## src/rtl/cpu_pkg.sv

```systemverilog
package cpu_pkg;

    localparam int DATA_W     = 16;
    localparam int REG_AW     = 3;
    localparam int PROG_AW    = 8;
    localparam int NUM_REGS   = 1 << REG_AW;
    localparam int PROG_DEPTH = 1 << PROG_AW;

    // instruction word, msb first
    typedef struct packed {
        logic [6:0] cop;     // opcode
        logic       d;       // direction, 1 = rg is destination
        logic [1:0] mod;     // address mode, only 11 runs
        logic [2:0] rg;
        logic [2:0] rm;
    } instr_t;

    typedef struct packed {
        logic carry;
        logic zero;
        logic sign;
    } flags_t;

    typedef enum logic [3:0] {
        ADC  = 4'd0,
        SBB1 = 4'd1,         // a - b - c
        SBB2 = 4'd2,         // b - a - c
        NOT  = 4'd3,
        AND  = 4'd4,
        OR   = 4'd5,
        XOR  = 4'd6,
        SHL  = 4'd7,
        SHR  = 4'd8,
        SAR  = 4'd9
    } alu_op_e;

    // source of the internal bus
    typedef enum logic [1:0] {
        BUS_REGS = 2'd0,
        BUS_ALU  = 2'd1,
        BUS_CP   = 2'd2,
        BUS_RAM  = 2'd3
    } bus_src_e;

    typedef enum logic [3:0] {
        IDLE     = 4'd0,
        FETCH0   = 4'd1,     // cp onto bus, load am
        FETCH1   = 4'd2,     // memory read
        FETCH2   = 4'd3,     // load ri
        DECODE   = 4'd4,
        LOAD_SRC = 4'd5,
        LOAD_DST = 4'd6,
        EXEC     = 4'd7,
        STORE    = 4'd8,
        INC_CP0  = 4'd9,
        INC_CP1  = 4'd10
    } seq_state_e;

endpackage

```

## src/rtl/cpu_ctrl_if.sv

```systemverilog
interface cpu_ctrl_if;
    import cpu_pkg::*;

    bus_src_e          bus_src;
    alu_op_e           alu_op;
    logic              alu_carry_in;
    logic              alu_b_zero;     // alu b input forced to zero
    logic [REG_AW-1:0] regs_addr;      // shared read and write address
    logic              regs_we;
    logic              t1_we;
    logic              t2_we;
    logic              ind_we;         // flags from alu
    logic              cp_we;
    logic              ri_we;
    logic              am_we;
    logic              instr_done;
    instr_t            ri;             // back from datapath
    flags_t            ind;

    modport seq (
        output bus_src, alu_op, alu_carry_in, alu_b_zero, regs_addr,
        output regs_we, t1_we, t2_we, ind_we, cp_we, ri_we, am_we, instr_done,
        input  ri, ind
    );

    modport dp (
        input  bus_src, alu_op, alu_carry_in, alu_b_zero, regs_addr,
        input  regs_we, t1_we, t2_we, ind_we, cp_we, ri_we, am_we, instr_done,
        output ri, ind
    );

endinterface

```

## src/rtl/cpu_alu.sv

```systemverilog
module cpu_alu (
    input  logic [cpu_pkg::DATA_W-1:0] i_a,
    input  logic [cpu_pkg::DATA_W-1:0] i_b,
    input  cpu_pkg::alu_op_e           i_op,
    input  logic                       i_carry,
    output logic [cpu_pkg::DATA_W-1:0] o_result,
    output cpu_pkg::flags_t            o_flags
);
    import cpu_pkg::*;

    logic [DATA_W:0] wide;        // carry or borrow on top
    logic [DATA_W:0] a_ext;
    logic [DATA_W:0] b_ext;
    logic [DATA_W:0] c_ext;

    assign a_ext = {1'b0, i_a};
    assign b_ext = {1'b0, i_b};
    assign c_ext = {{DATA_W{1'b0}}, i_carry};

    always_comb begin
        case (i_op)
            ADC:  wide = a_ext + b_ext + c_ext;
            SBB1: wide = a_ext - b_ext - c_ext;
            SBB2: wide = b_ext - a_ext - c_ext;
            NOT:  wide = {1'b0, ~i_a};
            AND:  wide = {1'b0, i_a & i_b};
            OR:   wide = {1'b0, i_a | i_b};
            XOR:  wide = {1'b0, i_a ^ i_b};
            SHL:  wide = {i_a, 1'b0};                          // msb out to carry
            SHR:  wide = {i_a[0], 1'b0, i_a[DATA_W-1:1]};
            SAR:  wide = {i_a[0], i_a[DATA_W-1], i_a[DATA_W-1:1]};
            default: wide = '0;
        endcase
    end

    assign o_result      = wide[DATA_W-1:0];
    assign o_flags.carry = wide[DATA_W];
    assign o_flags.zero  = (wide[DATA_W-1:0] == '0);
    assign o_flags.sign  = wide[DATA_W-1];

endmodule

```

## src/rtl/cpu_regfile.sv

```systemverilog
module cpu_regfile (
    input  logic                       i_w_clk,
    input  logic                       i_w_reset,
    input  logic [cpu_pkg::REG_AW-1:0] i_addr,
    input  logic                       i_we,
    input  logic [cpu_pkg::DATA_W-1:0] i_wdata,
    output logic [cpu_pkg::DATA_W-1:0] o_rdata
);
    import cpu_pkg::*;

    logic [DATA_W-1:0] regs [NUM_REGS];

    always_ff @(posedge i_w_clk) begin
        if (!i_w_reset) begin
            regs <= '{default: '0};
        end else if (i_we) begin
            regs[i_addr] <= i_wdata;
        end
    end

    assign o_rdata = regs[i_addr];    // async read, same address as write

    a_addr_known: assert property (@(posedge i_w_clk) disable iff (!i_w_reset)
        i_we |-> !$isunknown(i_addr));

endmodule

```

## src/rtl/cpu_prog_mem.sv

```systemverilog
module cpu_prog_mem (
    input  logic                        i_w_clk,
    input  logic                        i_we,
    input  logic [cpu_pkg::PROG_AW-1:0] i_waddr,
    input  logic [cpu_pkg::DATA_W-1:0]  i_wdata,
    input  logic [cpu_pkg::PROG_AW-1:0] i_raddr,
    output logic [cpu_pkg::DATA_W-1:0]  o_rdata
);
    import cpu_pkg::*;

    logic [DATA_W-1:0] mem [PROG_DEPTH];

    // program load from outside
    always_ff @(posedge i_w_clk) begin
        if (i_we) begin
            mem[i_waddr] <= i_wdata;
        end
    end

    assign o_rdata = mem[i_raddr];    // addressed by am

endmodule

```

## src/rtl/cpu_sequencer.sv

```systemverilog
module cpu_sequencer (
    input  logic      i_w_clk,
    input  logic      i_w_reset,
    input  logic      i_start,
    cpu_ctrl_if.seq   ctrl,
    output logic      o_busy
);
    import cpu_pkg::*;

    typedef enum logic [1:0] {
        CLS_NOP = 2'd0,
        CLS_ONE = 2'd1,
        CLS_TWO = 2'd2
    } exec_class_e;

    seq_state_e        state;
    seq_state_e        state_next;
    exec_class_e       dec_class;
    exec_class_e       dec_class_next;
    logic              dec_store;
    logic              dec_store_next;
    logic              dec_d;
    logic              dec_d_next;
    logic [REG_AW-1:0] dec_rg;
    logic [REG_AW-1:0] dst_addr;
    logic [REG_AW-1:0] src_addr;
    logic [2:0]        op_sel;

    assign op_sel   = ctrl.ri.cop[2:0];
    assign dst_addr = dec_d ? dec_rg : ctrl.ri.rm;    // d is 0 for one operand
    assign src_addr = dec_d ? ctrl.ri.rm : dec_rg;
    assign o_busy   = (state != IDLE);

    // instruction class from ri with any unknown word as nop
    always_comb begin
        dec_class_next = CLS_NOP;
        dec_store_next = 1'b0;
        dec_d_next     = 1'b0;
        if (ctrl.ri.mod == 2'b11 && op_sel != 3'b111) begin
            if (ctrl.ri.cop[6:3] == 4'b0001) begin
                dec_class_next = CLS_ONE;
                dec_store_next = 1'b1;
            end else if (ctrl.ri.cop[6:4] == 3'b010) begin
                dec_class_next = CLS_TWO;
                dec_store_next = ctrl.ri.cop[3];      // clear gives cmp / test
                dec_d_next     = ctrl.ri.d;
            end
        end
    end

    always_ff @(posedge i_w_clk) begin
        if (!i_w_reset) begin
            state     <= IDLE;
            dec_class <= CLS_NOP;
            dec_store <= 1'b0;
            dec_d     <= 1'b0;
            dec_rg    <= '0;
        end else begin
            state <= state_next;
            if (state == DECODE) begin
                dec_class <= dec_class_next;
                dec_store <= dec_store_next;
                dec_d     <= dec_d_next;
                dec_rg    <= ctrl.ri.rg;
            end
        end
    end

    always_comb begin
        state_next        = state;
        ctrl.bus_src      = BUS_ALU;
        ctrl.alu_op       = OR;
        ctrl.alu_carry_in = 1'b0;
        ctrl.alu_b_zero   = 1'b0;
        ctrl.regs_addr    = '0;
        ctrl.regs_we      = 1'b0;
        ctrl.t1_we        = 1'b0;
        ctrl.t2_we        = 1'b0;
        ctrl.ind_we       = 1'b0;
        ctrl.cp_we        = 1'b0;
        ctrl.ri_we        = 1'b0;
        ctrl.am_we        = 1'b0;
        ctrl.instr_done   = 1'b0;

        case (state)
            IDLE: begin
                if (i_start) state_next = FETCH0;
            end
            FETCH0: begin
                ctrl.bus_src = BUS_CP;
                ctrl.am_we   = 1'b1;
                state_next   = FETCH1;
            end
            FETCH1: state_next = FETCH2;              // ram reads at am
            FETCH2: begin
                ctrl.bus_src = BUS_RAM;
                ctrl.ri_we   = 1'b1;
                state_next   = DECODE;
            end
            DECODE: begin
                case (dec_class_next)
                    CLS_ONE: state_next = LOAD_DST;
                    CLS_TWO: state_next = LOAD_SRC;
                    default: state_next = INC_CP0;
                endcase
            end
            LOAD_SRC: begin
                ctrl.bus_src   = BUS_REGS;
                ctrl.regs_addr = src_addr;
                ctrl.t2_we     = 1'b1;
                state_next     = LOAD_DST;
            end
            LOAD_DST: begin
                ctrl.bus_src   = BUS_REGS;
                ctrl.regs_addr = dst_addr;
                ctrl.t1_we     = 1'b1;
                state_next     = EXEC;
            end
            EXEC: begin
                ctrl.t1_we  = 1'b1;                   // result back into t1
                ctrl.ind_we = 1'b1;
                if (dec_class == CLS_ONE) begin
                    ctrl.alu_b_zero = 1'b1;
                    case (op_sel)
                        3'b000: begin                 // INC
                            ctrl.alu_op       = ADC;
                            ctrl.alu_carry_in = 1'b1;
                        end
                        3'b001: begin                 // DEC
                            ctrl.alu_op       = SBB1;
                            ctrl.alu_carry_in = 1'b1;
                        end
                        3'b010: ctrl.alu_op = SBB2;   // NEG as 0 - a
                        3'b011: ctrl.alu_op = NOT;
                        3'b100: ctrl.alu_op = SHL;
                        3'b101: ctrl.alu_op = SHR;
                        default: ctrl.alu_op = SAR;
                    endcase
                end else begin
                    case (op_sel)
                        3'b000: ctrl.alu_op = ADC;    // ADD
                        3'b001: begin
                            ctrl.alu_op       = ADC;
                            ctrl.alu_carry_in = ctrl.ind.carry;
                        end
                        3'b010: ctrl.alu_op = SBB1;   // SUB / CMP
                        3'b011: begin
                            ctrl.alu_op       = SBB1;
                            ctrl.alu_carry_in = ctrl.ind.carry;
                        end
                        3'b100: ctrl.alu_op = AND;
                        3'b101: ctrl.alu_op = OR;
                        default: ctrl.alu_op = XOR;
                    endcase
                end
                state_next = dec_store ? STORE : INC_CP0;
            end
            STORE: begin
                ctrl.alu_b_zero = 1'b1;               // t1 passes through OR
                ctrl.regs_addr  = dst_addr;
                ctrl.regs_we    = 1'b1;
                state_next      = INC_CP0;
            end
            INC_CP0: begin
                ctrl.bus_src = BUS_CP;
                ctrl.t1_we   = 1'b1;
                state_next   = INC_CP1;
            end
            INC_CP1: begin
                ctrl.alu_op       = ADC;              // t1 + 0 + 1
                ctrl.alu_carry_in = 1'b1;
                ctrl.alu_b_zero   = 1'b1;
                ctrl.cp_we        = 1'b1;
                ctrl.instr_done   = 1'b1;
                state_next        = FETCH0;
            end
            default: state_next = IDLE;
        endcase
    end

    // a register write only follows a storing instruction
    a_store_one_writer: assert property (@(posedge i_w_clk) disable iff (!i_w_reset)
        ctrl.regs_we |-> (dec_store && dec_class != CLS_NOP && !ctrl.t1_we));

endmodule

```

## src/rtl/cpu_datapath.sv

```systemverilog
module cpu_datapath (
    input  logic                        i_w_clk,
    input  logic                        i_w_reset,
    cpu_ctrl_if.dp                      ctrl,
    input  logic                        i_prog_we,
    input  logic [cpu_pkg::PROG_AW-1:0] i_prog_addr,
    input  logic [cpu_pkg::DATA_W-1:0]  i_prog_data,
    output logic                        o_reg_we,
    output logic [cpu_pkg::REG_AW-1:0]  o_reg_addr,
    output logic [cpu_pkg::DATA_W-1:0]  o_reg_data,
    output logic                        o_instr_done,
    output logic [cpu_pkg::DATA_W-1:0]  o_pc,
    output cpu_pkg::flags_t             o_flags
);
    import cpu_pkg::*;

    logic [DATA_W-1:0]  bus;
    logic [DATA_W-1:0]  t1;
    logic [DATA_W-1:0]  t2;
    logic [DATA_W-1:0]  cp;
    logic [PROG_AW-1:0] am;
    instr_t             ri;
    flags_t             ind;
    logic [DATA_W-1:0]  alu_b;
    logic [DATA_W-1:0]  alu_result;
    flags_t             alu_flags;
    logic [DATA_W-1:0]  regs_rdata;
    logic [DATA_W-1:0]  mem_rdata;

    assign alu_b = ctrl.alu_b_zero ? '0 : t2;

    cpu_alu u_alu (
        .i_a      (t1),
        .i_b      (alu_b),
        .i_op     (ctrl.alu_op),
        .i_carry  (ctrl.alu_carry_in),
        .o_result (alu_result),
        .o_flags  (alu_flags)
    );

    cpu_regfile u_regs (
        .i_w_clk   (i_w_clk),
        .i_w_reset (i_w_reset),
        .i_addr    (ctrl.regs_addr),
        .i_we      (ctrl.regs_we),
        .i_wdata   (bus),
        .o_rdata   (regs_rdata)
    );

    cpu_prog_mem u_mem (
        .i_w_clk (i_w_clk),
        .i_we    (i_prog_we),
        .i_waddr (i_prog_addr),
        .i_wdata (i_prog_data),
        .i_raddr (am),
        .o_rdata (mem_rdata)
    );

    always_comb begin
        case (ctrl.bus_src)
            BUS_REGS: bus = regs_rdata;
            BUS_ALU:  bus = alu_result;
            BUS_CP:   bus = cp;
            default:  bus = mem_rdata;     // BUS_RAM
        endcase
    end

    always_ff @(posedge i_w_clk) begin
        if (!i_w_reset) begin
            cp  <= '0;
            ri  <= '0;
            ind <= '0;
        end else begin
            if (ctrl.cp_we)  cp  <= bus;
            if (ctrl.ri_we)  ri  <= instr_t'(bus);
            if (ctrl.ind_we) ind <= alu_flags;
        end
    end

    always_ff @(posedge i_w_clk) begin
        if (ctrl.t1_we) t1 <= bus;
        if (ctrl.t2_we) t2 <= bus;
        if (ctrl.am_we) am <= bus[PROG_AW-1:0];   // upper cp bits unused
    end

    assign ctrl.ri  = ri;
    assign ctrl.ind = ind;

    assign o_reg_we     = ctrl.regs_we;
    assign o_reg_addr   = ctrl.regs_addr;
    assign o_reg_data   = bus;
    assign o_instr_done = ctrl.instr_done;
    assign o_pc         = cp;              // not yet incremented in INC_CP1
    assign o_flags      = ind;

    a_cp_from_alu: assert property (@(posedge i_w_clk) disable iff (!i_w_reset)
        ctrl.cp_we |-> ctrl.bus_src == BUS_ALU);

endmodule

```

## src/rtl/cpu_top.sv

```systemverilog
module cpu_top (
    input  logic                        i_w_clk,
    input  logic                        i_w_reset,
    input  logic                        i_prog_we,
    input  logic [cpu_pkg::PROG_AW-1:0] i_prog_addr,
    input  logic [cpu_pkg::DATA_W-1:0]  i_prog_data,
    input  logic                        i_start,
    output logic                        o_busy,
    output logic                        o_reg_we,
    output logic [cpu_pkg::REG_AW-1:0]  o_reg_addr,
    output logic [cpu_pkg::DATA_W-1:0]  o_reg_data,
    output logic                        o_instr_done,
    output logic [cpu_pkg::DATA_W-1:0]  o_pc,
    output cpu_pkg::flags_t             o_flags
);

    cpu_ctrl_if ctrl_if ();     // control word, sequencer to datapath

    cpu_sequencer u_seq (
        .i_w_clk   (i_w_clk),
        .i_w_reset (i_w_reset),
        .i_start   (i_start),
        .ctrl      (ctrl_if.seq),
        .o_busy    (o_busy)
    );

    cpu_datapath u_dp (
        .i_w_clk      (i_w_clk),
        .i_w_reset    (i_w_reset),
        .ctrl         (ctrl_if.dp),
        .i_prog_we    (i_prog_we),
        .i_prog_addr  (i_prog_addr),
        .i_prog_data  (i_prog_data),
        .o_reg_we     (o_reg_we),
        .o_reg_addr   (o_reg_addr),
        .o_reg_data   (o_reg_data),
        .o_instr_done (o_instr_done),
        .o_pc         (o_pc),
        .o_flags      (o_flags)
    );

endmodule

```

## config.mk

```make
export PLATFORM = sky130hd
export DESIGN_NAME = cpu_top
export DESIGN_NICKNAME = d
export VERILOG_FILES = /design/src/rtl/cpu_pkg.sv /design/src/rtl/cpu_ctrl_if.sv /design/src/rtl/cpu_alu.sv /design/src/rtl/cpu_regfile.sv /design/src/rtl/cpu_prog_mem.sv /design/src/rtl/cpu_sequencer.sv /design/src/rtl/cpu_datapath.sv /design/src/rtl/cpu_top.sv
export SDC_FILE = /design/constraint.sdc
export NUM_CORES = 2
export LEC_CHECK = 0
export BUFFER_PORTS_ARGS = -buffer_cell sky130_fd_sc_hd__buf_2
export CAP_MARGIN = 20
export CORE_MARGIN = 1
export CORE_UTILIZATION = 32
export DETAILED_ROUTE_END_ITERATION = 12
export HOLD_SLACK_MARGIN = 0.12
export SYNTH_ARGS = -nofsm -noshare
export SYNTH_HDL_FRONTEND = slang
export SYNTH_SLANG_ARGS = --single-unit
```

## constraint.sdc

```tcl
create_clock -name i_w_clk -period 6.5 [get_ports i_w_clk]
set_input_delay 0.325 -clock i_w_clk [delete_from_list [all_inputs] [get_ports i_w_clk]]
set_output_delay 0.325 -clock i_w_clk [all_outputs]
set_load 0.01 [all_outputs]
```

==> results.md <==
* Result of the run: completed
* Total via count after detailed routing at 86200
* Setup repair after global routing missed its margin: true
* Clock tree buffer depth at 4
* Die span in y at 730 um
* Share of the synthesized area in the top cell type at 0.732
* Clock tree from TritonCTS: done
* Final cell area excluding filler cells at 0.196 mm2
* Most used flip-flop cell after synthesis: edfxtp_1
* Switching power as a share of total power at 0.239
* Aggregate global routing overflow at 0
* Required time reported for the critical path endpoint at 6.17 ns
* Type of element capturing the critical path: primary output
* Initial core utilization at 0.321
* Top cell type by total area after synthesis: edfxtp_1
* Clock edge transition at the registers on the reported setup and hold paths at 0.07 ns
* Portion of the post-synthesis area used by sequential elements at 0.753
* Data arrival at the endpoint of the critical path at 6.00 ns
* Ys Warns at 0
* Maximum vdd drop at 0.245 mV
* Synthesis-to-finish area growth at 15.6%
* Fraction of final layout cells with drive strength greater than 1 at 0.287
* Routed wire length at 461 mm
* Count of endpoints failing hold in the final timing report at 0
* Critical path class: reg2out
* Die width at 730 um
* I/O pin count at 69
* Synthesized Nets at 8165
* Path depth of the worst reg2reg path at 18
* Max Cap Violations at 0
* End of the worst register-to-register path: u_dp.ctrl.ind[1]
* Setup skew after layout at 0.0556 ns
* Internal power summed over all cells at 47.7 mW
* Fin. max-slew vios at 0
* Synthesized instance count at 8041
* Largest net degree at the start of global routing at 177
* Final GP Congestion at 0.859
* Min-Delay Path Depth at 4
* Clk network pwr share at 0.389
* First-pass iteration count of the detailed router at 6
* Count of cell types in the netlist at 93
* Number of clock sinks at 4318
* Combinational fraction of design power at 0.121
* Cell area after placement at 0.182 mm2
* Initial antenna violation count at 46
* Asr flop ratio synth at 0
* Worst slew pin tran at 1.27 ns
* Power per Cell Area at 320 mW/mm2
* Hold path startpoint: i_prog_addr[4]
* Post-Synthesis Mean Instance Area at 21.1 um2
* Fmax at 0.158 GHz
* Final routed DRC violation total at 0
* Number of port buffers at 68
* Final worst-path cycle share at 0.974
* Combined global-route utilization of all metal layers at 0.169
* H-tree Lvls at 5
* Num rows at 267
* Routed length per placed instance at 28.9 um
* Part of the total power dissipated in sequential elements at 0.490
* Top area cells in the synthesized netlist: edfxtp_1 (73%), mux4_2 (16%), dfxtp_1 (2.1%), mux2i_1 (1.1%), nor2_1 (0.78%)
* Clock latency reported for the late side of the worst-skew pair at 0.98 ns
* Post-layout total power at 62.8 mW
* Min Tclk post-route at 6.33 ns
* Worst min-delay path class: in2reg
* Headroom to the max-slew limit at 0.156
* Leakage component of the power at 61.5 nW
* Terminating pin of the worst hold path: u_dp.u_mem.mem[251][5]
* Summed instance area of the synthesized netlist at 0.170 mm2
* Number of clock buffers inserted by TritonCTS at 428
* Startpoint class of the critical path: flop
* Number of flops mapped to enable cells by yosys at 4136
* Setup slack, reg-to-reg at 1.08 ns
* Critical register-to-register path startpoint: u_seq.state[0]
* Vias in the first global route at 85600
* Clock Root Buffer: clkbuf_16
* HPWL after detailed placement at 280 mm
* Area of the placeable core at 0.528 mm2
* Violation count after the first detailed-routing iteration at 10100
* Total Nets Final at 8724
* CP Max Fanout at 19
* Flip-flop and latch count after synthesis at 4318
* Total die area at 0.533 mm2
* Via-to-Cell Ratio at 5.40
* Setup-failing EPs final at 0
* Antenna Violating Nets Remaining at 0
* Global-route wire length before repair at 651 mm
* Net switching component of the power at 15.0 mW
[cells in the final DEF, fill, tap and decap left out, types with 39 or more instances in the layout]
cell type	n
edfxtp_1	4136
mux4_2	1206
clkbuf_16	431
buf_4	422
nor2_1	215
nand2_1	210
a21oi_1	206
o21ai_0	199
mux2i_1	183
dfxtp_1	176
nor2_2	134
nand3_1	105
clkinv_1	98
a22oi_1	91
ha_1	90
clkbuf_1	89
clkinv_2	82
inv_1	75
buf_2	51
buf_8	44
nand4_1	41
bufinv_16	39
buf_12	39
[critical path, cell delays in order (launching register included)]
cell      delay (ns)
dfxtp_1         0.31
buf_4           0.19
and4b_1         0.19
buf_4           0.17
a21oi_2         0.11
buf_4           0.33
nand2_1         0.18
inv_1           0.17
fa_1            0.23
inv_1           0.06
fa_1            0.44
nand2b_1        0.24
a21oi_1         0.34
or3_1           0.17
o21ai_0         0.07
a21boi_0        0.53
nand3_1         0.29
a221oi_1        0.35
buf_4           0.25
nand2_1         0.17
buf_2           0.21
[Yosys cell counts (31+ instances only)]
cell	number
nor2_1	353
buf_2	142
mux4_2	1206
a211oi_1	31
nand3_1	105
a21oi_1	207
nor2b_1	36
o22ai_1	38
nand4_1	41
ha_1	90
dfxtp_1	182
inv_1	75
a22oi_1	92
mux2i_1	183
nand2_1	211
edfxtp_1	4136
buf_1	58
clkbuf_1	239
o21ai_0	202
[metal layers]
layer,GRT usage,up-vias,part of all wire
met2,0.270,4061,0.47
met1,0.233,46500,0.41
met4,0.0523,8,0.033
met3,0.0331,701,0.087
li1,-,34900,-
met5,0,-,0.00013
[power by group through the flow]
| stage | Clock [mW] | Sequential [mW] | Combinational, mW |
|---|---|---|---|
| detailed placement | 0 | 31.3 | 7.64 |
| floorplan | 0 | 31.2 | 4.87 |
| global placement | 0 | 31.3 | 7.56 |
| finish | 24.4 | 30.7 | 7.61 |
| CTS | 24.8 | 30.7 | 7.68 |
| global route | 25.8 | 30.7 | 8.01 |
[area by class of cell]
type                            count  area (um2)
Multi-Input combinational cell   3179       40000
Timing Repair Buffer              596        5460
Tap cell                         6994        8750
Clock inverter                    269        2610
Sequential cell                  4318      128000
Fill cell                       47500      332000
Inverter                           77         289
Antenna cell                       24        60.1
Clock buffer                      526       11200
[through the flow]
stage | instances | hold slack (ns) | setup TNS, ns | setup WS (ns) | utilization
6_report | 16000 | 0.185 | 0 | 0.171 | 0.371
5_1_grt | 16000 | 0.178 | -0.00341 | -0.00341 | 0.371
4_1_cts | 15900 | 0.122 | 0 | 0.0113 | 0.371
3_5_place_dp | 15100 | 0.464 | 0 | 0.853 | 0.344
3_3_place_gp | 15100 | 0.450 | 0 | 0.429 | 0.343
2_1_floorplan | 8041 | 0.424 | 0 | 1.54 | -
[kinds of logic (layout without fill, tap and decap cells)]
group           after synthesis  after routing  share of synthesized area
compound gates              785            785                     0.0294
buf+inv                     544           1468                     0.0138
simple gates                881            881                     0.0239
fa+ha+maj                    96             96                    0.00734
xor+xnor                     26             26                    0.00134
mux                        1391           1391                      0.171
other cells                   0             24                          0
flops                      4318           4318                      0.753
[state kept, by name, indices dropped and copies added (netlist names), named ones only]
signal and cells:
u_dp.o_pc 16, u_seq.dec_store 1, u_seq.dec_rg 3, u_seq.state 4
u_seq.dec_d 1, u_dp.am 8, u_dp.u_mem.mem 4096, u_dp.u_regs.regs 128
u_dp.t2 16, u_dp.ctrl.ind 3, u_seq.dec_class 2, u_dp.ctrl.ri 16
u_dp.t1 16
[how the worst max path moves through the flow]
stage / slack, ns / startpoint / endpoint / depth (start not counted)
after global routing: -0.003 / u_seq.state[0] / o_reg_data[6] / 20
after floorplan: 1.54 / u_seq.state[2] / u_dp.ctrl.ind[1] / 18
after CTS: 0.01 / flop / o_reg_data[15] / 9
after detailed placement: 0.85 / flop / o_reg_data[11] / 11
after global placement: 0.43 / flop / o_reg_data[0] / 10
final: 0.17 / u_seq.state[0] / o_reg_data[6] / 20
[repair_timing]
item / CTS / global route
cloned: 0 / 0
setup buffers: 0 / 5
hold buffers: 26 / 0
pin swaps: 0 / 2
setup endpoints to repair: 3 / 11
resized for setup: 3 / 10
endpoints found under the hold margin: 1791 / 0
No activity file was read; power rests on OpenSTA's default activity.
